===== config.mk =====
export PLATFORM = sky130hd
export DESIGN_NAME = instructionDecoder
export DESIGN_NICKNAME = d
export VERILOG_FILES = /design/src/hdl/pdp8Pkg.sv /design/src/hdl/instructionDecoder.sv
export VERILOG_INCLUDE_DIRS = /design/src /design/src/include
export SDC_FILE = /design/constraint.sdc
export NUM_CORES = 1
export LEC_CHECK = 0
export BUFFER_PORTS_ARGS = -buffer_cell sky130_fd_sc_hd__clkbuf_2
export CAP_MARGIN = 25
export CORE_AREA = 2 2 39 41
export DETAILED_ROUTE_END_ITERATION = 12
export DIE_AREA = 0 0 41 43
export PLACE_DENSITY = 0.47
export SLEW_MARGIN = 20
export SYNTH_ARGS = -nofsm -noshare
export SYNTH_HDL_FRONTEND = slang
export SYNTH_SLANG_ARGS = --single-unit

===== constraint.sdc =====
create_clock -name vclk -period 0.8
set_input_delay 0.04 -clock vclk [all_inputs]
set_output_delay 0.04 -clock vclk [all_outputs]
set_load 0.02 [all_outputs]

===== src/include/pdp8_consts.svh =====
////////////////////////////////////////////////////////////////////////////
// PDP-8 mini CPU constants
// Word, memory and page sizes plus the auto-index window
////////////////////////////////////////////////////////////////////////////
`ifndef PDP8_CONSTS_SVH
`define PDP8_CONSTS_SVH

// Data and address words are the same width
`define PDP8_WORD_W 12

// Full 4K field, no extended memory
`define PDP8_MEM_WORDS 4096

// Offset inside a 128-word page
`define PDP8_OFFSET_W 7

// Locations that step on every indirect reference
`define PDP8_AUTO_LO 12'o0010
`define PDP8_AUTO_HI 12'o0017

`endif


===== src/hdl/pdp8Pkg.sv =====
////////////////////////////////////////////////////////////////////////////
// PDP-8 mini CPU types
// Major states, opcodes, decoded instruction and per-cycle strobes
////////////////////////////////////////////////////////////////////////////
package pdp8Pkg;

  typedef enum logic [2:0] {
    stIdle, stFetch, stDefer, stAutoInc, stExec, stExec2
  } majorState;

  // Order matches IR[11:9]
  typedef enum logic [2:0] {
    opAnd, opTad, opIsz, opDca, opJms, opJmp, opIot, opOpr
  } opcode;

  typedef enum logic [1:0] {
    srcAc, srcPcPlus, srcIncData
  } memSource;

  typedef struct packed {
    opcode op;
    logic  indirect;
    logic  autoIndex;
    logic  oprGroup2;
    logic  halt;
  } instrInfo;

  // OPR micro-operations, group 1 and group 2 bits already separated
  typedef struct packed {
    logic cla;
    logic cll;
    logic cma;
    logic cml;
    logic iac;
    logic rar;
    logic ral;
    logic twice;
    logic sma;
    logic sza;
    logic snl;
    logic reverse;
    logic osr;
  } oprMicro;

  typedef struct packed {
    logic     irLoad;
    logic     pcInc;
    logic     pcLoadEa;
    logic     pcSkip;
    logic     maLoad;
    logic     maFromData;
    logic     maIncWrite;
    logic     memWrite;
    memSource memSrc;
    logic     acLoad;
    logic     linkLoad;
    logic     jmsStore;
    // Front-panel cycle, PC addresses memory and switches are the data
    logic     panel;
  } ctlStrobes;

endpackage


===== src/hdl/instructionDecoder.sv =====
////////////////////////////////////////////////////////////////////////////
// Instruction decoder
// Opcode, addressing mode, auto-index test and OPR micro-op bits
////////////////////////////////////////////////////////////////////////////
`timescale 1ns/1ns
`include "pdp8_consts.svh"

module instructionDecoder import pdp8Pkg::*; (
  input  logic [`PDP8_WORD_W-1:0] ir,
  output instrInfo                info,
  output oprMicro                 micro
);

  logic                    memRef;
  logic                    isOpr;
  logic                    group1;
  logic                    group2;
  logic [`PDP8_WORD_W-1:0] zeroPageAddr;

  assign memRef = ~(ir[11] & ir[10]);
  assign isOpr  = (ir[11:9] == 3'b111);
  assign group1 = isOpr & ~ir[8];
  // Group 3 shares bit 8 but only honors CLA here
  assign group2 = isOpr & ir[8] & ~ir[0];

  // Auto-index only through page-zero references
  assign zeroPageAddr = {{(`PDP8_WORD_W - `PDP8_OFFSET_W){1'b0}}, ir[`PDP8_OFFSET_W-1:0]};

  always_comb begin
    info.op        = opcode'(ir[11:9]);
    info.indirect  = memRef & ir[8];
    info.autoIndex = memRef & ir[8] & ~ir[`PDP8_OFFSET_W]
                     & (zeroPageAddr >= `PDP8_AUTO_LO)
                     & (zeroPageAddr <= `PDP8_AUTO_HI);
    info.oprGroup2 = isOpr & ir[8];
    info.halt      = group2 & ir[1];
  end

  always_comb begin
    micro.cla     = isOpr & ir[7];
    // Group 1 layout
    micro.cll     = group1 & ir[6];
    micro.cma     = group1 & ir[5];
    micro.cml     = group1 & ir[4];
    micro.rar     = group1 & ir[3];
    micro.ral     = group1 & ir[2];
    micro.twice   = group1 & ir[1];
    micro.iac     = group1 & ir[0];
    // Group 2 layout
    micro.sma     = group2 & ir[6];
    micro.sza     = group2 & ir[5];
    micro.snl     = group2 & ir[4];
    micro.reverse = group2 & ir[3];
    micro.osr     = group2 & ir[2];
  end

endmodule


# Word level (Yosys, flattened, before mapping)
# Cells that the tools add are included.
# totals
ff_bits	0
input_bits	12
wordCells	29
output_inout_bits	20
# classes
n_eq_ne	1
bitwise_logic	26
n_lt_le_gt_ge	2
# ops
cell	count
bitwise AND 1 bit	22
>= comparator 7 x 4 -> 1 bit, second input constant	1
<= comparator 7 x 4 -> 1 bit, second input constant	1
NOT 1 bit	4
== test 3 bit, second input constant	1

# Longest topological paths before layout
# depth
depth_word	6
ltp_mapped	2
ltp_nobuf	2

# Worst setup path after synthesis
# Ideal clock, no wire load.
# synth_path
path_type	input-to-output
start	input ir[8]
end	output info[2] in the netlist's numbering
t_arrival_ns	0.814
required_ns	0.760
stages	2
path_slack_ns	-0.054
path_buffers	0
cell_sequence	a21boi_1 > and4_1
# synth_rtl
item	line	rtl
from (decl)	instructionDecoder.sv:9	input logic [`PDP8_WORD_W-1:0] ir,
to (decl)	instructionDecoder.sv:10	output instrInfo info,

==> metrics.yaml <==
first_pass_grt_wire_length_um: 1160
grt_max_degree: 8
setup_viol: 1
detailed_place_hpwl_um: 589
postSynthAreaPerCell_sq_um: 7.09
totalWireLength_um: 783
post_route_cells_drive_above_1_share_pct: 91.2
finalMaxSlewViolations: 0
die_height_um: 43
congestion_overflow_gr: 0
hold_class: "in2out"
crit_chain: "buf_8 > and4b_2 > and2_4 > buf_8"
worst_setup_path_start_kind: "input port"
slew_headroom_pct: 86.4
routedWlPerCell_um: 10.7
final_core_utilization_pct: 40.0
layout_commonest_cell: "sky130_fd_sc_hd__clkbuf_2"
synth_sequential_area_ratio_pct: 0
critical_path.max_stage_delay_ns: 0.34
drt_first_iter_violations: 1
first_pass_iters: 2
fp.dieW_um: 41
fin_hold_ws_ns: 0.327
top_layer_used: "met3"
netlist.top_cell.by_area: "sky130_fd_sc_hd__nor3b_1"
synth_top_area_share_pct: 26.5
timing.critical_path.fanout_max: 7
synth_area_sq_um: 170
top_level_ports: 32
hold_path_startpoint: "ir[11]"
met1Wirelength_um: 257
synth_warnings: 0
cap_viol_max_count: 0
syn_nets: 36
post-route-period-util_pct: 100
num-nets-final: 71
area.sequential_sq_um: 0
synth_cells: 24
setup.worst_path.end_class: "output pin"
period_minus_slack_ns: 0.802
via_count: 303
grt_use_total_pct: 8.79
fp.coreArea_sq_mm: 0.00138
crit_slowest_cell: "sky130_fd_sc_hd__and4b_2"
violations_in_the_final_reports: "setup timing"
ys_top_cells_by_area: "sky130_fd_sc_hd__nor3b_1 26%, sky130_fd_sc_hd__and2_1 26%, sky130_fd_sc_hd__buf_4 13%"
fp-row-count: 14
whs_path_depth: 2
gp_congestion: 0.650
routed_via_density: 4.15
grt_setup_unrepaired: "true"
min_delay_worst_endpoint: "info[6]"
finalHoldViolations: 0
wl_met3_um: 91
timing_worst_slew_pin_value_ns: 0.204
cts_setup_buffers: 0
diodes: 0
crit_arrival_ns: 0.76
antenna_found_initial: 0
via_count_of_the_first_global_routing_pass: 294
outcome: "finished, violations left"
critical_path_class: "in2out"
drc_errors: 0
cp_top_family: "simple AND/OR/NAND/NOR gates"
clock.fmax_mhz: 1250
leakage_nw: 0.272
fp.dieArea_sq_mm: 0.00176
critical_path_required_time_ns: 0.76
area.growth.synth_to_final_pct: 225
final_cell_mix: "14 x sky130_fd_sc_hd__clkbuf_2, 10 x sky130_fd_sc_hd__buf_8, 7 x sky130_fd_sc_hd__and2_4"
met2_wirelength_um: 434
yosys.cell_types.count: 9
critical_path.n_buffers_inverters: 2
power-per-cell-area_mw_per_mm2: 348
layout.clock_buffers: 0
numSequentialCells: 0
post-route-worst-setup-slack_ns: -0.00186
detailedPlace.worstSlack_ns: -0.0586
initial_core_utilization_pct: 12.3
route.antenna.remaining_nets: 0
buffer_ports.inserted: 32
cpMostUsedCell: "sky130_fd_sc_hd__buf_8"
peak_supply_drop_mv: 0.122
[stage by stage]
stage | cells | TNS, ns | area [sq um] | power [W]
floorplan | 24 | 0 | 174 | 0.0000652
global placement | 73 | -0.492 | 362 | 0.000139
detailed placement | 73 | -0.622 | 362 | 0.000140
CTS | 73 | -0.210 | 510 | 0.000173
global route | 73 | -0.244 | 553 | 0.000206
finish | 73 | -0.00186 | 553 | 0.000193
[report_power, final]
| group | internal, W | switching (W) | leakage [nW] | total (W) |
|---|---|---|---|---|
| Combinational | 0.000104 | 0.0000883 | 0.272 | 0.000193 |
| Sequential | 0 | 0 | 0 | 0 |
| Clock | 0 | 0 | 0 | 0 |
| Total | 0.000104 | 0.0000883 | 0.272 | 0.000193 |
[cell type report]
cell class | instances | area, sq um
multi-input cells | 20 | 205
inverters | 1 | 3.75
well taps | 16 | 20.0
repair buffers | 36 | 324
fillers | 149 | 831
[kinds of logic after synthesis]
logic type / Yosys count / synth area share (%)
AO/OA/AOI/OAI: 1 / 4.41
AND/OR/NAND/NOR: 19 / 80.1
buffers and inverters: 4 / 15.4
[repair_timing]
| item | 4_1_cts | 5_1_grt |
|---|---|---|
| hold buffers | 0 | 0 |
| pin swaps | 2 | 8 |
| resized for setup | 34 | 24 |
| setup endpoints to repair | 14 | 14 |
[cells in the mapped netlist]
| cell type | instances |
|---|---|
| sky130_fd_sc_hd__buf_4 | 3 |
| sky130_fd_sc_hd__and4_1 | 2 |
| sky130_fd_sc_hd__nor3b_1 | 6 |
| sky130_fd_sc_hd__nand4_2 | 1 |
| sky130_fd_sc_hd__a21boi_1 | 1 |
| sky130_fd_sc_hd__and2_1 | 7 |
| sky130_fd_sc_hd__nor2_1 | 2 |
| sky130_fd_sc_hd__inv_1 | 1 |
| sky130_fd_sc_hd__and4b_1 | 1 |
[how the worst max path moves through the flow]
stage	start	end	cells after the start
2_1_floorplan	ir[8]	info[0]	2
3_3_place_gp	ir[10]	micro[3]	4
3_5_place_dp	ir[8]	micro[6]	4
4_1_cts	ir[8]	micro[6]	4
5_1_grt	ir[8]	micro[9]	4
6_report	ir[8]	micro[9]	4
[per-layer routing]
layer  vias up  track usage [%]
li1        149                -
met1       133             10.1
met2        21             17.2
met3         0            0.524
met4         0                0
met5         -                0
No activity file was read; power rests on OpenSTA's default activity.
