## config.mk

```make
export PLATFORM = sky130hd
export DESIGN_NAME = accumulatorUnit
export DESIGN_NICKNAME = d
export VERILOG_FILES = /design/src/hdl/pdp8Pkg.sv /design/src/hdl/accumulatorUnit.sv
export VERILOG_INCLUDE_DIRS = /design/src /design/src/include
export SDC_FILE = /design/constraint.sdc
export NUM_CORES = 1
export LEC_CHECK = 0
export BUFFER_PORTS_ARGS = -buffer_cell sky130_fd_sc_hd__clkbuf_2
export CORE_AREA = 2 2 75 77
export CTS_CLUSTER_SIZE = 16
export DETAILED_ROUTE_END_ITERATION = 10
export DIE_AREA = 0 0 77 79
export PLACE_DENSITY_LB_ADDON = 0.05
export SLEW_MARGIN = 10
export SYNTH_ARGS = -nofsm -noshare
export SYNTH_HDL_FRONTEND = slang
export SYNTH_SLANG_ARGS = --single-unit
```

## constraint.sdc

```tcl
create_clock -name clk -period 2.9 [get_ports clk]
set_input_delay 0.145 -clock clk [delete_from_list [all_inputs] [get_ports clk]]
set_output_delay 0.145 -clock clk [all_outputs]
set_load 0.1 [all_outputs]
```

## src/include/pdp8_consts.svh

```systemverilog
////////////////////////////////////////////////////////////////////////////
// PDP-8 mini CPU constants
// Word, memory and page sizes plus the auto-index window
////////////////////////////////////////////////////////////////////////////
`ifndef PDP8_CONSTS_SVH
`define PDP8_CONSTS_SVH

// Data and address words are the same width
`define PDP8_WORD_W 12

// Full 4K field, no extended memory
`define PDP8_MEM_WORDS 4096

// Offset inside a 128-word page
`define PDP8_OFFSET_W 7

// Locations that step on every indirect reference
`define PDP8_AUTO_LO 12'o0010
`define PDP8_AUTO_HI 12'o0017

`endif

```

## src/hdl/pdp8Pkg.sv

```systemverilog
////////////////////////////////////////////////////////////////////////////
// PDP-8 mini CPU types
// Major states, opcodes, decoded instruction and per-cycle strobes
////////////////////////////////////////////////////////////////////////////
package pdp8Pkg;

  typedef enum logic [2:0] {
    stIdle, stFetch, stDefer, stAutoInc, stExec, stExec2
  } majorState;

  // Order matches IR[11:9]
  typedef enum logic [2:0] {
    opAnd, opTad, opIsz, opDca, opJms, opJmp, opIot, opOpr
  } opcode;

  typedef enum logic [1:0] {
    srcAc, srcPcPlus, srcIncData
  } memSource;

  typedef struct packed {
    opcode op;
    logic  indirect;
    logic  autoIndex;
    logic  oprGroup2;
    logic  halt;
  } instrInfo;

  // OPR micro-operations, group 1 and group 2 bits already separated
  typedef struct packed {
    logic cla;
    logic cll;
    logic cma;
    logic cml;
    logic iac;
    logic rar;
    logic ral;
    logic twice;
    logic sma;
    logic sza;
    logic snl;
    logic reverse;
    logic osr;
  } oprMicro;

  typedef struct packed {
    logic     irLoad;
    logic     pcInc;
    logic     pcLoadEa;
    logic     pcSkip;
    logic     maLoad;
    logic     maFromData;
    logic     maIncWrite;
    logic     memWrite;
    memSource memSrc;
    logic     acLoad;
    logic     linkLoad;
    logic     jmsStore;
    // Front-panel cycle, PC addresses memory and switches are the data
    logic     panel;
  } ctlStrobes;

endpackage

```

## src/hdl/accumulatorUnit.sv

```systemverilog
////////////////////////////////////////////////////////////////////////////
// Accumulator unit
// AC and link with AND/TAD, OPR clear/OR/complement/increment/rotate
// chain and the group 2 skip test
////////////////////////////////////////////////////////////////////////////
`timescale 1ns/1ns
`include "pdp8_consts.svh"

module accumulatorUnit import pdp8Pkg::*; (
  input  logic                    clk,
  input  logic                    arstN,
  input  ctlStrobes               strobes,
  input  opcode                   op,
  input  oprMicro                 micro,
  input  logic [`PDP8_WORD_W-1:0] readData,
  input  logic [`PDP8_WORD_W-1:0] switchReg,
  output logic [`PDP8_WORD_W-1:0] acc,
  output logic                    link,
  output logic                    skipTaken
);

  localparam int W = `PDP8_WORD_W;

  logic [W-1:0] tadSum;
  logic         tadCarry;
  logic [W-1:0] clrAcc;
  logic         clrLink;
  logic [W-1:0] orAcc;
  logic [W-1:0] cmaAcc;
  logic         cmlLink;
  logic [W-1:0] incAcc;
  logic         incCarry;
  logic [W:0]   rotIn;
  logic [W:0]   rotOut;
  logic         anySkip;

  assign {tadCarry, tadSum} = {1'b0, acc} + {1'b0, readData};

  // OPR chain in PDP-8 event order
  assign clrAcc             = micro.cla ? '0 : acc;
  assign clrLink            = micro.cll ? 1'b0 : link;
  assign orAcc              = micro.osr ? (clrAcc | switchReg) : clrAcc;
  assign cmaAcc             = micro.cma ? ~orAcc : orAcc;
  assign cmlLink            = micro.cml ? ~clrLink : clrLink;
  assign {incCarry, incAcc} = {1'b0, cmaAcc} + {{W{1'b0}}, micro.iac};
  assign rotIn              = {cmlLink ^ incCarry, incAcc};

  always_comb begin
    if (micro.rar) begin
      rotOut = micro.twice ? {rotIn[1:0], rotIn[W:2]} : {rotIn[0], rotIn[W:1]};
    end else if (micro.ral) begin
      rotOut = micro.twice ? {rotIn[W-2:0], rotIn[W:W-1]} : {rotIn[W-1:0], rotIn[W]};
    end else begin
      rotOut = rotIn;
    end
  end

  // Reverse sense inverts the OR, giving the AND of the inverted tests
  assign anySkip   = (micro.sma & acc[W-1]) | (micro.sza & (acc == '0)) | (micro.snl & link);
  assign skipTaken = micro.reverse ? ~anySkip : anySkip;

  always_ff @(posedge clk or negedge arstN) begin
    if (!arstN) begin
      acc  <= '0;
      link <= 1'b0;
    end else begin
      if (strobes.acLoad) begin
        case (op)
          opAnd:   acc <= acc & readData;
          opTad:   acc <= tadSum;
          opDca:   acc <= '0;
          opOpr:   acc <= rotOut[W-1:0];
          default: acc <= acc;
        endcase
      end
      if (strobes.linkLoad) begin
        if (op == opTad) begin
          link <= link ^ tadCarry;
        end else if (op == opOpr) begin
          link <= rotOut[W];
        end
      end
    end
  end

  // Fetch cycle carries the instruction, never an operand
  aNoAcInFetch: assert property (@(posedge clk) disable iff (!arstN)
    strobes.irLoad |-> !strobes.acLoad)
    else $error("accumulator load during fetch");

endmodule

```

# After elaboration in Yosys (flattened, before gate mapping)
# Cells that the tools add are included.
[op_classes] eq_ne=3 n_addsub=2 n_mux=13 bitwise=12 n_reduce_logical=6
[op_table] operator="two-way mux 13 bit" n=4
[op_table] operator="case mux 12 bit (4 select lines)" n=1
[op_table] operator="two-way mux 12 bit" n=3
[op_table] operator="adder 12 x 1 -> 13 bit" n=1
[op_table] operator="adder 12 x 12 -> 13 bit" n=1
[op_table] operator="AND 12 bit" n=1
[op_table] operator="zero test 12 bit" n=1
[op_table] operator="inverter 12 bit" n=1
[op_table] operator="bitwise OR 12 bit" n=1
[op_table] operator="two-way mux 1 bit" n=5
[op_table] operator="AND reduction 2 bit" n=2
[op_table] operator="nonzero test 4 bit" n=1
[op_table] operator="AND 1 bit" n=3
[op_table] operator="equality test 3 x 1 -> 1 bit, second input constant" n=1
[op_table] operator="equality test 3 x 2 -> 1 bit, second input constant" n=1
[op_table] operator="equality test 3 bit, second input constant" n=1
[op_table] operator="zero test 3 bit" n=1
[op_table] operator="inverter 1 bit" n=2
[op_table] operator="bitwise OR 1 bit" n=2
[op_table] operator="nonzero test 2 bit" n=1
[op_table] operator="XOR 1 bit" n=2
[totals] word_cells=38 out_inout_bits=14 reg_bits=13

# Longest topological paths before layout
[logic_depth] depth_word=12 depth_mapped=13 mapped_depth_nobuf=12

# Least setup slack after synthesis
# No wires, ideal clock.
[synth_timing] kind="flip-flop to output port" start="register acc[2]" end="output port skipTaken" stages_incl_launch_ff=5 t_arrival_ns=3.464 n_path_buf=0 setup_slack_ns=-0.709 cell_sequence="dfrtp_1 or4b_2 nor4_1 a222oi_1 xnor2_1"
[synth_between] elab_chain_len=6
[synth_rtl] element="start, declared" line_no="accumulatorUnit.sv:17" text="output logic [`PDP8_WORD_W-1:0] acc,"
[synth_rtl] element="start signal, assigned" line_no="accumulatorUnit.sv:69" text="opAnd: acc <= acc & readData;"
[synth_rtl] element="start signal, assigned" line_no="accumulatorUnit.sv:70" text="opTad: acc <= tadSum;"
[synth_rtl] element="start signal, assigned" line_no="accumulatorUnit.sv:72" text="opOpr: acc <= rotOut[W-1:0];"
[synth_rtl] element="zero test 12 bit (*)" line_no="accumulatorUnit.sv:59" text="assign anySkip = (micro.sma & acc[W-1]) | (micro.sza & (acc == '0)) | (micro.snl & link);"
[synth_rtl] element="AND 1 bit (*)" line_no="accumulatorUnit.sv:59"
[synth_rtl] element="bitwise OR 1 bit (*) (2 in series)" line_no="accumulatorUnit.sv:59"
[synth_rtl] element="inverter 1 bit" line_no="accumulatorUnit.sv:60" text="assign skipTaken = micro.reverse ? ~anySkip : anySkip;"
[synth_rtl] element="two-way mux 1 bit (*)" line_no="accumulatorUnit.sv:60"
[synth_rtl] element="end, declared" line_no="accumulatorUnit.sv:19" text="output logic skipTaken"
# Mark *: on every way between the ends. The rest lies on a longest branch, timed or not.

# Worst setup path after layout
[layout_timing] start="register acc[0]" end="register acc[11]"
[layout_between] elab_chain_len=10 elab_cells_between_ends=13 classes_between="add/sub (2); mux (8); bitwise (3)"
[layout_rtl] element="two-way mux 12 bit" line_no="accumulatorUnit.sv:40" text="assign clrAcc = micro.cla ? '0 : acc;"
[layout_rtl] element="bitwise OR 12 bit" line_no="accumulatorUnit.sv:42" text="assign orAcc = micro.osr ? (clrAcc | switchReg) : clrAcc;"
[layout_rtl] element="two-way mux 12 bit" line_no="accumulatorUnit.sv:42"
[layout_rtl] element="inverter 12 bit" line_no="accumulatorUnit.sv:43" text="assign cmaAcc = micro.cma ? ~orAcc : orAcc;"
[layout_rtl] element="two-way mux 12 bit" line_no="accumulatorUnit.sv:43"
[layout_rtl] element="adder 12 x 1 -> 13 bit" line_no="accumulatorUnit.sv:45" text="assign {incCarry, incAcc} = {1'b0, cmaAcc} + {{W{1'b0}}, micro.iac};"
[layout_rtl] element="two-way mux 13 bit or XOR 1 bit (tied branches)" line_no="accumulatorUnit.sv:52, accumulatorUnit.sv:46"
[layout_rtl] element="two-way mux 13 bit (on tied branches)" line_no="accumulatorUnit.sv:51, accumulatorUnit.sv:50"
[layout_rtl] element="two-way mux 13 bit" line_no="accumulatorUnit.sv:49" text="if (micro.rar) begin"
[layout_rtl] element="case mux 12 bit (4 select lines) (*)" line_no="accumulatorUnit.sv:68" text="case (op)"
# Marked as above.
# A chain may end at the register's enable or synchronous reset.

==> reports/results.ini <==
[status]
outcome = complete, no violations

[setup_path]
cp_max_fo = 6
reg2regPathDepth = 11
worstPathRequired_ns = 3.04
critPathArrivalTime_ns = 2.95
reg2reg_to = acc[11]
cp_common_cell = xnor2_1
r2r-start = acc[0]
cp-end-kind = register
crit_buf_inv = 0
startpoint_type = register
cp_cell_sequence = a22oi_2, xnor2_1, ha_2, ha_4, nand2_1, o32a_4, o41ai_2, a2bb2oi_2, xnor2_1, a31o_1, o32a_1
critPathSlowestCell = dfrtp_4
crit_family = compound AO/OA/AOI/OAI gates
reg2reg_slack_ns = 0.08
criticalPathCategory = register to register
max_stage_delay_ns = 0.49

[grt]
gr-total-overflow = 0
grt_max_degree = 24
grt_usage = 0.266
antenna_found_initial = 0
grt_pass1_vias = 2582
grt_pass1_wl_um = 13000

[power_and_ir_drop]
ir_drop_mv = 0.406
internal_power_uw = 741
swShare = 0.571
clkPwrFrac = 0.102
finalPower_mw = 1.73
leakage_nw = 1.24
combPwrFrac = 0.730
power_per_cell_area_nw_per_um2 = 553
seq_power_share = 0.168
switching_power_uw = 986

[logic_synthesis]
ys.flop_type = dfrtp_1
ys_seq_elements = 13
synth_area_leaders = dfrtp_1 (13%), xnor2_1 (7.3%), ha_1 (6.9%), o21ai_0 (5.5%), nor2_1 (4.9%)
avgSynthCellArea_um2 = 7.39
yosys.area.top_type = dfrtp_1
syn-num-nets = 414
synth.top_cell.area_share = 0.128
syn-cell-area_um2 = 2530
synth-edff-count = 0
syn_inst = 343
ys.warnings.count = 0
synth-async-reset-ratio = 1.00
ys_seq_area_frac = 0.128
synth.distinct_cells = 75

[clock_network]
cts_buffer_depth = 2
cts_made_buffers = 3
htree_levels = 1
cts_tree = yes
cts.clk_slew.worst_paths_ns = 0.06
root_buffer = clkbuf_8
clock_latency_ns = 0.25
clock-sinks = 13

[sta]
slew_violations = 0
timing.fmax_mhz = 355
worst_pin_slew_ns = 0.854
period_needed_ns = 2.82
hold_viol = 0
finClkSkew_ns = 0.00125
rsz0062_at_grt = true
max-slew-margin-rel = 0.426
fin_crit_sh = 0.971
setup_violations = 0

[layout]
fill_cells = 546
n_antenna_cell = 0
final_layout_size_suffix_gt1_frac = 0.286
synthToLayoutAreaGrowth_pct = 23.2
nets = 478
final_util = 0.585

[floorplan]
fp.dieW_um = 77
rows = 27
die_h_um = 79
core-area_um2 = 5340
dieArea_um2 = 6080
ioPinCount = 70
start_util = 0.475

[detailed_routing]
ant_nets = 0
drc = 0
routedWlPerCell_um = 17.3
routed_wl_um = 8280
vias_per_cell = 6.16
vias = 2945
drt_pass1_iterations = 5
dr.first_iter.drc_count = 292

[min_path]
hold_end = link
whs_path_depth = 4
min_path_type = input pin to register
min-delay-start = strobes[2]

[place]
place.port_buffers = 57
hpwl_um = 6420
gp_congestion = 0.872

[job]
maxCapViolations = 0

cell families (layout without fill, tap and decap cells):
group,Yosys count,in the layout,synth area share
multiplexers,3,3,0.0128
AO/OA/AOI/OAI,123,123,0.369
flip-flops,13,13,0.128
AND/OR/NAND/NOR,138,138,0.281
adder cells (fa/ha/maj),15,15,0.0770
buffers and inverters,25,88,0.0425
XOR/XNOR,26,26,0.0899
cell usage after synthesis, drive strengths merged (2+ instances only):
cell type / count
clkbuf: 10
and3: 2
a22oi: 5
nand3: 7
o22ai: 3
o31a: 2
a21oi: 15
a211oi: 8
a221o: 3
a31oi: 8
or2: 3
nor2b: 3
a2bb2oi: 2
a22o: 2
nand4: 4
inv: 9
o2111ai: 3
mux2: 2
nor3: 15
a21boi: 4
nand2b: 11
and2: 9
o41ai: 2
a32oi: 2
nor2: 33
buf: 6
o31ai: 2
a21o: 2
o21a: 6
nor3b: 3
nor4: 5
nand2: 33
a221oi: 3
a2111oi: 3
o32a: 4
o21ai: 29
xnor2: 21
xor2: 5
ha: 14
dfrtp: 13
o211ai: 8
or3: 4
power groups by stage:
| stage | Clock [mW] | Sequential, mW | Combinational [mW] |
|---|---|---|---|
| 2_1_floorplan | 0 | 0.587 | 0.634 |
| 3_3_place_gp | 0 | 0.290 | 1.22 |
| 3_5_place_dp | 0 | 0.292 | 1.22 |
| 4_1_cts | 0.179 | 0.289 | 1.23 |
| 5_1_grt | 0.190 | 0.298 | 1.35 |
| 6_report | 0.176 | 0.291 | 1.26 |
cell type report:
class | instances | area, µm² | share of cell area
Timing Repair Buffer | 75 | 423 | 0.135
Tap cell | 72 | 90.1 | 0.0289
Sequential cell | 13 | 338 | 0.108
Clock buffer | 4 | 45.0 | 0.0144
Multi-Input combinational cell | 305 | 2190 | 0.701
Inverter | 9 | 37.5 | 0.0120
state kept, by name (all words and copies together), names as in the netlist:
| signal | cells |
|---|---|
| link | 1 |
| acc | 12 |
per-layer routing:
metal	vias up	share of wire	GRT usage
met5	-	0	0
met4	0	0.028	0.0750
met3	17	0.058	0.0330
met2	109	0.45	0.427
met1	1376	0.46	0.376
li1	1443	-	-
layout by cell type, fill, tap and decap left out, types with 8 or more instances in the layout:
cell type / instances
clkbuf_2: 57
nor2_1: 33
nand2_1: 32
o21ai_0: 26
xnor2_1: 18
buf_4: 17
a21oi_1: 15
nor3_1: 14
ha_1: 12
nand2b_1: 10
and2_1: 8
a31oi_1: 8
how the worst max path moves through the flow:
stage | endpoint | from | slack, ns | cells past startpoint
floorplan | acc[11] | acc[0] | -0.02 | 11
global placement | acc[1] | acc[1] | 0.07 | 12
detailed placement | acc[11] | acc[1] | 0.06 | 11
CTS | acc[11] | acc[1] | 0.03 | 11
global route | acc[1] | acc[0] | -0.02 | 12
finish | acc[11] | acc[0] | 0.08 | 11
worst min-delay path, stage by stage:
cell and delay [ns]:
clkbuf_2 0.10, o21ai_0 0.07, nand2_1 0.05, nand4_1 0.07
through the flow:
stage	hold WS, ns	instances	setup TNS (ns)	cell area, µm²	setup WS (ns)
2_1_floorplan	-0.151	343	-0.0225	2590	-0.0225
6_report	0.232	478	0	3120	0.0839
3_5_place_dp	0.0869	472	0	3010	0.0552
4_1_cts	0.226	477	0	3070	0.0251
5_1_grt	0.264	478	-0.0301	3120	-0.0219
3_3_place_gp	0.0879	472	0	3010	0.0733
repair_timing:
| item | in CTS | in global routing |
|---|---|---|
| hold endpoints to repair | 13 | 0 |
| resized for setup | 0 | 8 |
| hold buffers | 1 | 0 |
| setup buffers | 0 | 1 |
| endpoints found under the setup margin | 0 | 10 |
Note: power is estimated with default switching activity, not from simulation.
