$ cat src/include/pdp8_consts.svh
////////////////////////////////////////////////////////////////////////////
// PDP-8 mini CPU constants
// Word, memory and page sizes plus the auto-index window
////////////////////////////////////////////////////////////////////////////
`ifndef PDP8_CONSTS_SVH
`define PDP8_CONSTS_SVH

// Data and address words are the same width
`define PDP8_WORD_W 12

// Full 4K field, no extended memory
`define PDP8_MEM_WORDS 4096

// Offset inside a 128-word page
`define PDP8_OFFSET_W 7

// Locations that step on every indirect reference
`define PDP8_AUTO_LO 12'o0010
`define PDP8_AUTO_HI 12'o0017

`endif

$ cat src/hdl/pdp8Pkg.sv
////////////////////////////////////////////////////////////////////////////
// PDP-8 mini CPU types
// Major states, opcodes, decoded instruction and per-cycle strobes
////////////////////////////////////////////////////////////////////////////
package pdp8Pkg;

  typedef enum logic [2:0] {
    stIdle, stFetch, stDefer, stAutoInc, stExec, stExec2
  } majorState;

  // Order matches IR[11:9]
  typedef enum logic [2:0] {
    opAnd, opTad, opIsz, opDca, opJms, opJmp, opIot, opOpr
  } opcode;

  typedef enum logic [1:0] {
    srcAc, srcPcPlus, srcIncData
  } memSource;

  typedef struct packed {
    opcode op;
    logic  indirect;
    logic  autoIndex;
    logic  oprGroup2;
    logic  halt;
  } instrInfo;

  // OPR micro-operations, group 1 and group 2 bits already separated
  typedef struct packed {
    logic cla;
    logic cll;
    logic cma;
    logic cml;
    logic iac;
    logic rar;
    logic ral;
    logic twice;
    logic sma;
    logic sza;
    logic snl;
    logic reverse;
    logic osr;
  } oprMicro;

  typedef struct packed {
    logic     irLoad;
    logic     pcInc;
    logic     pcLoadEa;
    logic     pcSkip;
    logic     maLoad;
    logic     maFromData;
    logic     maIncWrite;
    logic     memWrite;
    memSource memSrc;
    logic     acLoad;
    logic     linkLoad;
    logic     jmsStore;
    // Front-panel cycle, PC addresses memory and switches are the data
    logic     panel;
  } ctlStrobes;

endpackage

$ cat src/hdl/memRefControl.sv
////////////////////////////////////////////////////////////////////////////
// Cycle control
// Builds the control strobes for each major state and instruction,
// including the front-panel load and deposit cycles
////////////////////////////////////////////////////////////////////////////
`timescale 1ns/1ns

module memRefControl import pdp8Pkg::*; (
  input  majorState state,
  input  instrInfo  info,
  input  logic      incZero,
  input  logic      skipTaken,
  input  logic      panelLoad,
  input  logic      panelDeposit,
  output ctlStrobes strobes
);

  always_comb begin
    strobes        = '0;
    strobes.memSrc = srcAc;
    case (state)
      stIdle: begin
        // Load address wins over deposit
        if (panelLoad) begin
          strobes.panel    = 1'b1;
          strobes.pcLoadEa = 1'b1;
        end else if (panelDeposit) begin
          strobes.panel    = 1'b1;
          strobes.memWrite = 1'b1;
          strobes.pcInc    = 1'b1;
        end
      end
      stFetch: begin
        strobes.irLoad = 1'b1;
        strobes.pcInc  = 1'b1;
        strobes.maLoad = 1'b1;
      end
      // Pointer becomes the operand address
      stDefer: begin
        strobes.maFromData = 1'b1;
      end
      stAutoInc: begin
        strobes.memWrite   = 1'b1;
        strobes.memSrc     = srcIncData;
        strobes.maIncWrite = 1'b1;
      end
      stExec: begin
        case (info.op)
          opAnd: strobes.acLoad = 1'b1;
          opTad: begin
            strobes.acLoad   = 1'b1;
            strobes.linkLoad = 1'b1;
          end
          // Deposit then clear
          opDca: begin
            strobes.memWrite = 1'b1;
            strobes.memSrc   = srcAc;
            strobes.acLoad   = 1'b1;
          end
          opJms: begin
            strobes.memWrite = 1'b1;
            strobes.memSrc   = srcPcPlus;
            strobes.jmsStore = 1'b1;
          end
          opJmp: strobes.pcLoadEa = 1'b1;
          opOpr: begin
            strobes.acLoad   = 1'b1;
            strobes.linkLoad = ~info.oprGroup2;
            strobes.pcSkip   = info.oprGroup2 & skipTaken;
          end
          // ISZ reads here, IOT does nothing
          default: ;
        endcase
      end
      stExec2: begin
        strobes.memWrite = 1'b1;
        strobes.memSrc   = srcIncData;
        strobes.pcSkip   = incZero;
      end
      default: ;
    endcase
  end

endmodule

$ cat config.mk
export PLATFORM = sky130hd
export DESIGN_NAME = memRefControl
export DESIGN_NICKNAME = d
export VERILOG_FILES = /design/src/include/pdp8_consts.svh /design/src/hdl/pdp8Pkg.sv /design/src/hdl/memRefControl.sv
export SDC_FILE = /design/constraint.sdc
export NUM_CORES = 1
export LEC_CHECK = 0
export BUFFER_PORTS_ARGS = -buffer_cell sky130_fd_sc_hd__buf_4
export CORE_AREA = 5 5 42 44
export DETAILED_ROUTE_END_ITERATION = 8
export DIE_AREA = 0 0 47 49
export GPL_ROUTABILITY_DRIVEN = 0
export PLACE_DENSITY_LB_ADDON = 0.12
export SLEW_MARGIN = 20
export SYNTH_ARGS = -nofsm -noshare
export SYNTH_HDL_FRONTEND = slang
export SYNTH_SLANG_ARGS = --single-unit
$ cat constraint.sdc
create_clock -name vclk -period 0.8
set_input_delay 0.08 -clock vclk [all_inputs]
set_output_delay 0.08 -clock vclk [all_outputs]
set_load 0.005 [all_outputs]
* Yosys cells after proc, flatten, opt, wreduce, memory -nomap -nowiden
Cells that the tools add are included.
Widths: inputs -> output; s select.
** Operators by class
- Mux-type cells :: 20
- $add $sub $neg :: 0
- Shifts and indexed selects :: 0
- $lt $le $gt $ge :: 0
- Reductions and logical operators :: 4
- Bitwise operators :: 2
- $mul :: 0
- Div/mod/pow operators :: 0
- Equal/unequal tests :: 10
** Operator list (number)
- $eq 3x3->1 const B :: 5
- $mux 1 :: 12
- $eq 3x2->1 const B :: 3
- $pmux 1 s2 :: 4
- $eq 3x1->1 const B :: 2
- $logic_not 3->1 :: 2
- $pmux 3 s2 :: 1
- $pmux 2 s2 :: 1
- $reduce_or 4->1 :: 1
- $mux 3 :: 1
- $pmux 1 s3 :: 1
- $reduce_or 2->1 :: 1
- $and 1x1->1 :: 1
- $not 1->1 :: 1
** Storage, ports and cells
- Input bits :: 14
- Bits in read-only memories :: 0
- Bits in latches :: 0
- Register bits :: 0
- Word-level logic and storage cells :: 36
- Memories :: 0
- Memory bits (writable) :: 0

* Longest topological paths before layout
Gate-level depths: netlist of the first run.
- Depth after elaboration :: 4
- Mapped depth :: 3
- Depth with buffers taken out :: 3

* Worst setup path before layout of the first run
Ideal clock, no wire load.
- Path type :: input-to-output
- Start point :: input port info[5] (netlist bit)
- End point :: output port strobes[6] (netlist bit)
- Data required time :: 0.720 ns
- Stages :: 2
- Arrival :: 0.703 ns
- Path slack :: 0.017 ns
- Cell sequence :: or3b_1 a32oi_1
** RTL lines
- start: declaration :: RTL line memRefControl.sv:10 : input instrInfo info,
- end: declaration :: RTL line memRefControl.sv:15 : output ctlStrobes strobes

==> metrics.md, run 1 <==
| Metric | Value |
|---|---|
| Peak VDD IR | `roughly 0.00023 V` |
| Sequential cells | `0` |
| Power density cells | `between 400 and 500 nW/µm²` |
| Post-DP HPWL | `747 µm` |
| Worst slew pin tran | `around 210 ps` |
| Mapped Area | `just over 200 µm²` |
| Layout cell share with drive strength beyond 1 | `0.743` |
| Synthesized area per cell | `about 6.3 µm²` |
| Worst Path Buf+Inv | `2` |
| Row count | `14` |
| DR WL/cell | `between 10 and 15 µm` |
| Hold slack | `~450 ps` |
| Synth top area share | `0.0970` |
| Vias in the first global route | `~390` |
| Synth Instances | `33` |
| Die area | `2300 µm²` |
| Final instance area | `between 600 and 700 µm²` |
| First drt pass iteration count | `2` |
| Delay-heaviest family, CP | `simple AND/OR/NAND/NOR gates` |
| Startpoint types | `primary input` |
| Pleak | `between 0.2 and 0.3 nW` |
| Largest net degree at the start of global routing | `10` |
| Failing checks | `negative setup slack` |
| Clock buffer count | `0` |
| Setup TNS | `-872 ps` |
| Critical-path top delay cell | `or3b_4` |
| Status | `finished with violations` |
| Final net count | `between 80 and 90` |
| Post-route minimum period | `slightly below 1000 ps` |
| Final Max Slew Viols | `0` |
| Crit path capture type | `output pin` |
| Die height | `around 49 µm` |
| Setup violators final | `8` |
| Distinct cells, synth | `22` |
| Core area | `roughly 1400 µm²` |
| FILL cells | `about 150` |
| Critical Path RT | `between 700 and 800 ps` |
| DRC viols | `0` |
| Final wirelength | `around 1000 µm` |
| Post-DP Area | `between 400 and 500 µm²` |
| Hold buffer count at CTS | `0` |
| Area leader, netlist | `nor3_1` |
| Worst path max stage delay | `400 ps` |
| Synthesized Nets | `47` |
| GRT Resource Usage Total | `0.0905` |
| Register area | `0 µm²` |
| Fmax | `1020 MHz` |
| DR vias | `slightly below 400` |
| CP Cell Sequence | `buf_8 > or3b_4 > a32oi_2 > buf_4` |
| Die X-Extent | `around 47 µm` |
| Number of buffers added on ports | `25` |
| Grt ovf | `0` |
| Crit path DAT | `about 900 ps` |
| Initial Utilization | `0.147` |
| Worst hold path type | `primary input to output pin` |
| Seq/Total Area, Yosys | `0` |
| RSZ-0062 raised after global routing | `true` |
| ANT cells | `0` |
| Max Cap Viol | `0` |
| Multi-input combinational cell area | `about 270 µm²` |
| Top cells by area, synth | `nor3_1 9.7%, nor2_1 9.1%, a32oi_1 8.5%, a21oi_1 7.3%, nor2b_1 6.1%` |
| Syn. warnings | `0` |
| Antenna-violating nets left | `0` |
| Top-count cell post-synth | `nor2_1` |
| Syn-to-layout area delta | `212%` |
| CP Class | `primary input to output pin` |
| Final number of hold-violating endpoints | `0` |
| Crit-path max FO | `5` |
| Via density | `about 4.5` |
| Post-synth top cells | `5 x nor2_1, 4 x nor3_1, 3 x a21oi_1` |
| Iteration-0 DRC Markers | `4` |
| Period utilization | `1.22` |
| Worst setup margin | `-178 ps` |
| First-pass GRT wire length | `roughly 1700 µm` |
| Max_slew headroom | `0.858` |
| Initial antenna violation count | `0` |
| IO Count | `28` |
where the power goes:
group          internal, mW  total (mW)  leakage (nW)  switching (mW)
registers                 0           0             0               0
logic                 0.182       0.296         0.297           0.114
clock network             0           0             0               0
total                 0.182       0.296         0.297           0.114
cell families (layout without fill, tap and decap cells):
group	count (synthesis)	after routing	share of synthesized area
buffers and inverters	3	40	0.0788
and+or+nand+nor	22	22	0.673
AOI/OAI and AO/OA	8	8	0.248
metrics by stage:
step | worst slack, ps | std cells | power (mW) | utilization
after detailed placement | -266 | 83 | 0.219 | 0.354
after CTS | -210 | 85 | 0.265 | 0.415
after global routing | -211 | 86 | 0.323 | 0.459
after global placement | -261 | 83 | 0.220 | 0.354
final | -178 | 86 | 0.296 | 0.459
after floorplan | 17.4 | 33 | 0.0655 | -
layout by cell type (no fill, tap or decap), types with 2 or more instances in the layout:
master   netlist  routed
a21oi_2        0       2
buf_4          1      27
buf_6          0      10
nor2_1         5       4
nor3_1         4       3
metal layers:
layer | part of all wire | track usage | vias to the layer above
li1 | - | - | 202
met1 | 0.36 | 0.117 | 170
met2 | 0.52 | 0.156 | 17
met3 | 0.12 | 0.0221 | 0
met4 | 0 | 0 | 0
met5 | 0 | 0 | -
final timing paths:
path	start	to	cells past startpoint
setup / recovery	info[4]	strobes[6]	4
hold / removal	state[0]	strobes[2]	3
area by class of cell:
cell class                 instances  share of cell area
inverter                           1             0.00584
timing repair buffer              39               0.545
tap                               16              0.0311
multi-input combinational         30               0.418
repair_timing:
item	CTS	global route
gates resized for setup	18	12
pin swaps	7	2
buffers inserted	3	1
endpoints found under the setup margin	12	12
(Power assumes the default switching activity.)
==> run 2, diff against run 1 <==
- ABC_AREA: not set -> 1
==> run 2 against run 1 <==
Net effect: the run now ends clean; count of clock-buffer cells in the layout is the same; via count shrank 4.6%; sequential cell count is the same; total power shrank 28%; global-route usage shrank 2.7 points; area after synthesis grew 0.61%; synthesized cell count grew 39%; largest cell class unchanged; largest power group unchanged.
==> metrics.md, run 2 <==
| Metric | Value |
|---|---|
| Critical Path RT | `720 ps (about the same)` |
| DR vias | `371 (-4.6%)` |
| Row count | `14 (unchanged)` |
| Fmax | `1260 MHz (+24%)` |
| Mapped Area | `208 µm² (+0.61%)` |
| Area leader, netlist | `inv_1` |
| Multi-input combinational cell area | `215 µm² (-20%)` |
| Crit path capture type | `output pin` |
| RSZ-0062 raised after global routing | `true` |
| Placed cells | `88 (+6.0%)` |
| Initial Utilization | `0.148 (+0.000893)` |
| Pleak | `0.269 nW (-9.4%)` |
| ANT cells | `0 (unchanged)` |
| Max_slew headroom | `0.901 (+0.0434)` |
| Startpoint types | `primary input` |
| Post-DP Area | `423 µm² (-15%)` |
| Via density | `4.22 (-6.8%)` |
| Commonest non-fill, non-tap cell in the layout | `buf_4` |
| Syn-to-layout area delta | `140%` |
| Final Max Slew Viols | `0 (unchanged)` |
| Peak VDD IR | `0.000162 V (-30%)` |
| Max Cap Viol | `0 (unchanged)` |
| Core area | `1400 µm² (unchanged)` |
| Vias in the first global route | `296 (-24%)` |
| Final number of hold-violating endpoints | `0 (unchanged)` |
| Crit path DAT | `710 ps (-190 ps)` |
| Hold path cells | `3 (unchanged)` |
| Layout cell share with drive strength beyond 1 | `0.597 (-0.146)` |
| Synthesized area per cell | `4.52 µm² (-28%)` |
| Synth Area in Adders | `0 (unchanged)` |
| Power after layout | `0.214 mW (-28%)` |
| First drt pass iteration count | `2 (unchanged)` |
| Die area | `2300 µm² (unchanged)` |
| Synth top area share | `0.181 (+0.0838)` |
| Worst hold path type | `primary input to output pin` |
| Antenna-violating nets left | `0 (unchanged)` |
| GRT Resource Usage Total | `0.0632 (-0.0274)` |
| Worst slew pin tran | `147 ps (-65.5 ps)` |
| Top cells by area, synth | `inv_1 18%, nand2_1 18%, nand3_1 17%, nor3_1 7.2%, o21ai_0 7.2%` |
| Non-filler instance count after layout | `88 (+2.3%)` |
| Worst setup margin | `9.19 ps (+187 ps)` |
| Largest family of logic cells by synthesized area | `simple AND/OR/NAND/NOR gates` |
| Post-synth top cells | `10 x inv_1, 10 x nand2_1, 7 x nand3_1` |
| Mux share of post-synthesis cell area | `0 (unchanged)` |
| Seq/Total Area, Yosys | `0 (unchanged)` |
| Post-route minimum period | `791 ps (-187 ps)` |
| Syn. warnings | `0 (unchanged)` |
| Distinct cells, synth | `13 (-41%)` |
| Final instance area | `499 µm² (-22%)` |
| Iteration-0 DRC Markers | `1 (-3)` |
| Grt ovf | `0 (unchanged)` |
| Hold buffer count at CTS | `0 (unchanged)` |
| Commonest non-fill, non-tap cells in the layout | `24 x buf_4, 8 x inv_1, 6 x nand2_1, 5 x nand3_1, 4 x nand2_2` |
| Sequential cells | `0 (unchanged)` |
| First-pass GRT wire length | `1190 µm (-29%)` |
| Clock buffer count | `0 (unchanged)` |
| Largest net degree at the start of global routing | `7 (-3)` |
| FILL cells | `172 (+12%)` |
| Synth Area in Simple Gates | `0.614 (-0.0583)` |
| Final net count | `88 (+2.3%)` |
| Period utilization | `0.989 (-0.234)` |
| Final wirelength | `816 µm (-20%)` |
| Pre-CTS worst setup slack | `-87.1 ps (+179 ps)` |
| Setup violators final | `0 (-8)` |
| Post-DP HPWL | `682 µm (-8.6%)` |
| DR WL/cell | `9.27 µm (-22%)` |
| Die height | `49 µm (unchanged)` |
| DRC viols | `0 (unchanged)` |
| Synth Instances | `46 (+39%)` |
| Initial antenna violation count | `0 (unchanged)` |
| CP Class | `primary input to output pin` |
| Die X-Extent | `47 µm (unchanged)` |
| Register area | `0 µm² (unchanged)` |
| Synthesized Nets | `60 (+28%)` |
| XOR/XNOR Fraction of Synth Area | `0 (unchanged)` |
| Crit-path max FO | `6 (+1)` |
| Synth Area in Compound Gates | `0.151 (-0.0979)` |
| Number of buffers added on ports | `25 (unchanged)` |
| Status | `complete, no violations` |
| Power density cells | `429 nW/µm² (-6.6%)` |
| Post-CTS setup buffers | `0 (-3)` |
| IO Count | `28 (unchanged)` |
==> run 2: cells by family after synthesis <==
group / after synthesis
compound gates: 6
buf+inv: 12
simple gates: 28
==> run 2: where the power goes <==
| part | switching (mW) | total (mW) | internal (mW) |
|---|---|---|---|
| Combinational | 0.103 | 0.214 | 0.111 |
| Clock | 0 | 0 | 0 |
| Sequential | 0 | 0 | 0 |
| Total | 0.103 | 0.214 | 0.111 |
==> run 2: metal layers <==
layer | vias up | track usage | routed length [µm]
met2 | 14 | 0.106 | 420
met1 | 156 | 0.0848 | 310
li1 | 201 | - | -
met5 | - | 0 | 0
met3 | 0 | 0.0148 | 85
met4 | 0 | 0 | 0
==> run 2: final cells by class <==
type,count,share of cell area
Multi-Input combinational cell,34,0.431
Tap cell,16,0.0401
Timing Repair Buffer,27,0.436
Inverter,11,0.0927
==> run 2: repair_timing <==
item                                    4_1_cts  5_1_grt
endpoints found under the hold margin         0        0
pin swaps                                     1        7
endpoints found under the setup margin        7        9
gates resized for setup                       4       21
==> run 2: final timing paths <==
| kind | start | endpoint | slack, ps |
|---|---|---|---|
| min | state[0] | strobes[8] | 420 |
| max | state[0] | strobes[10] | 9 |
==> run 2: per-stage QoR <==
| step | hold slack, ps | TNS (ps) | util |
|---|---|---|---|
| floorplan | 194 | 0 | - |
| global placement | 448 | -325 | 0.302 |
| detailed placement | 448 | -319 | 0.302 |
| CTS | 457 | -30.4 | 0.309 |
| global route | 435 | -196 | 0.356 |
| finish | 422 | 0 | 0.356 |
==> run 2: critical path: stages <==
cell and delay, ps:
buf_8 110, inv_1 60, nand2_2 70, nor2_4 120
nand3_2 70, o21ai_1 80, buf_4 130
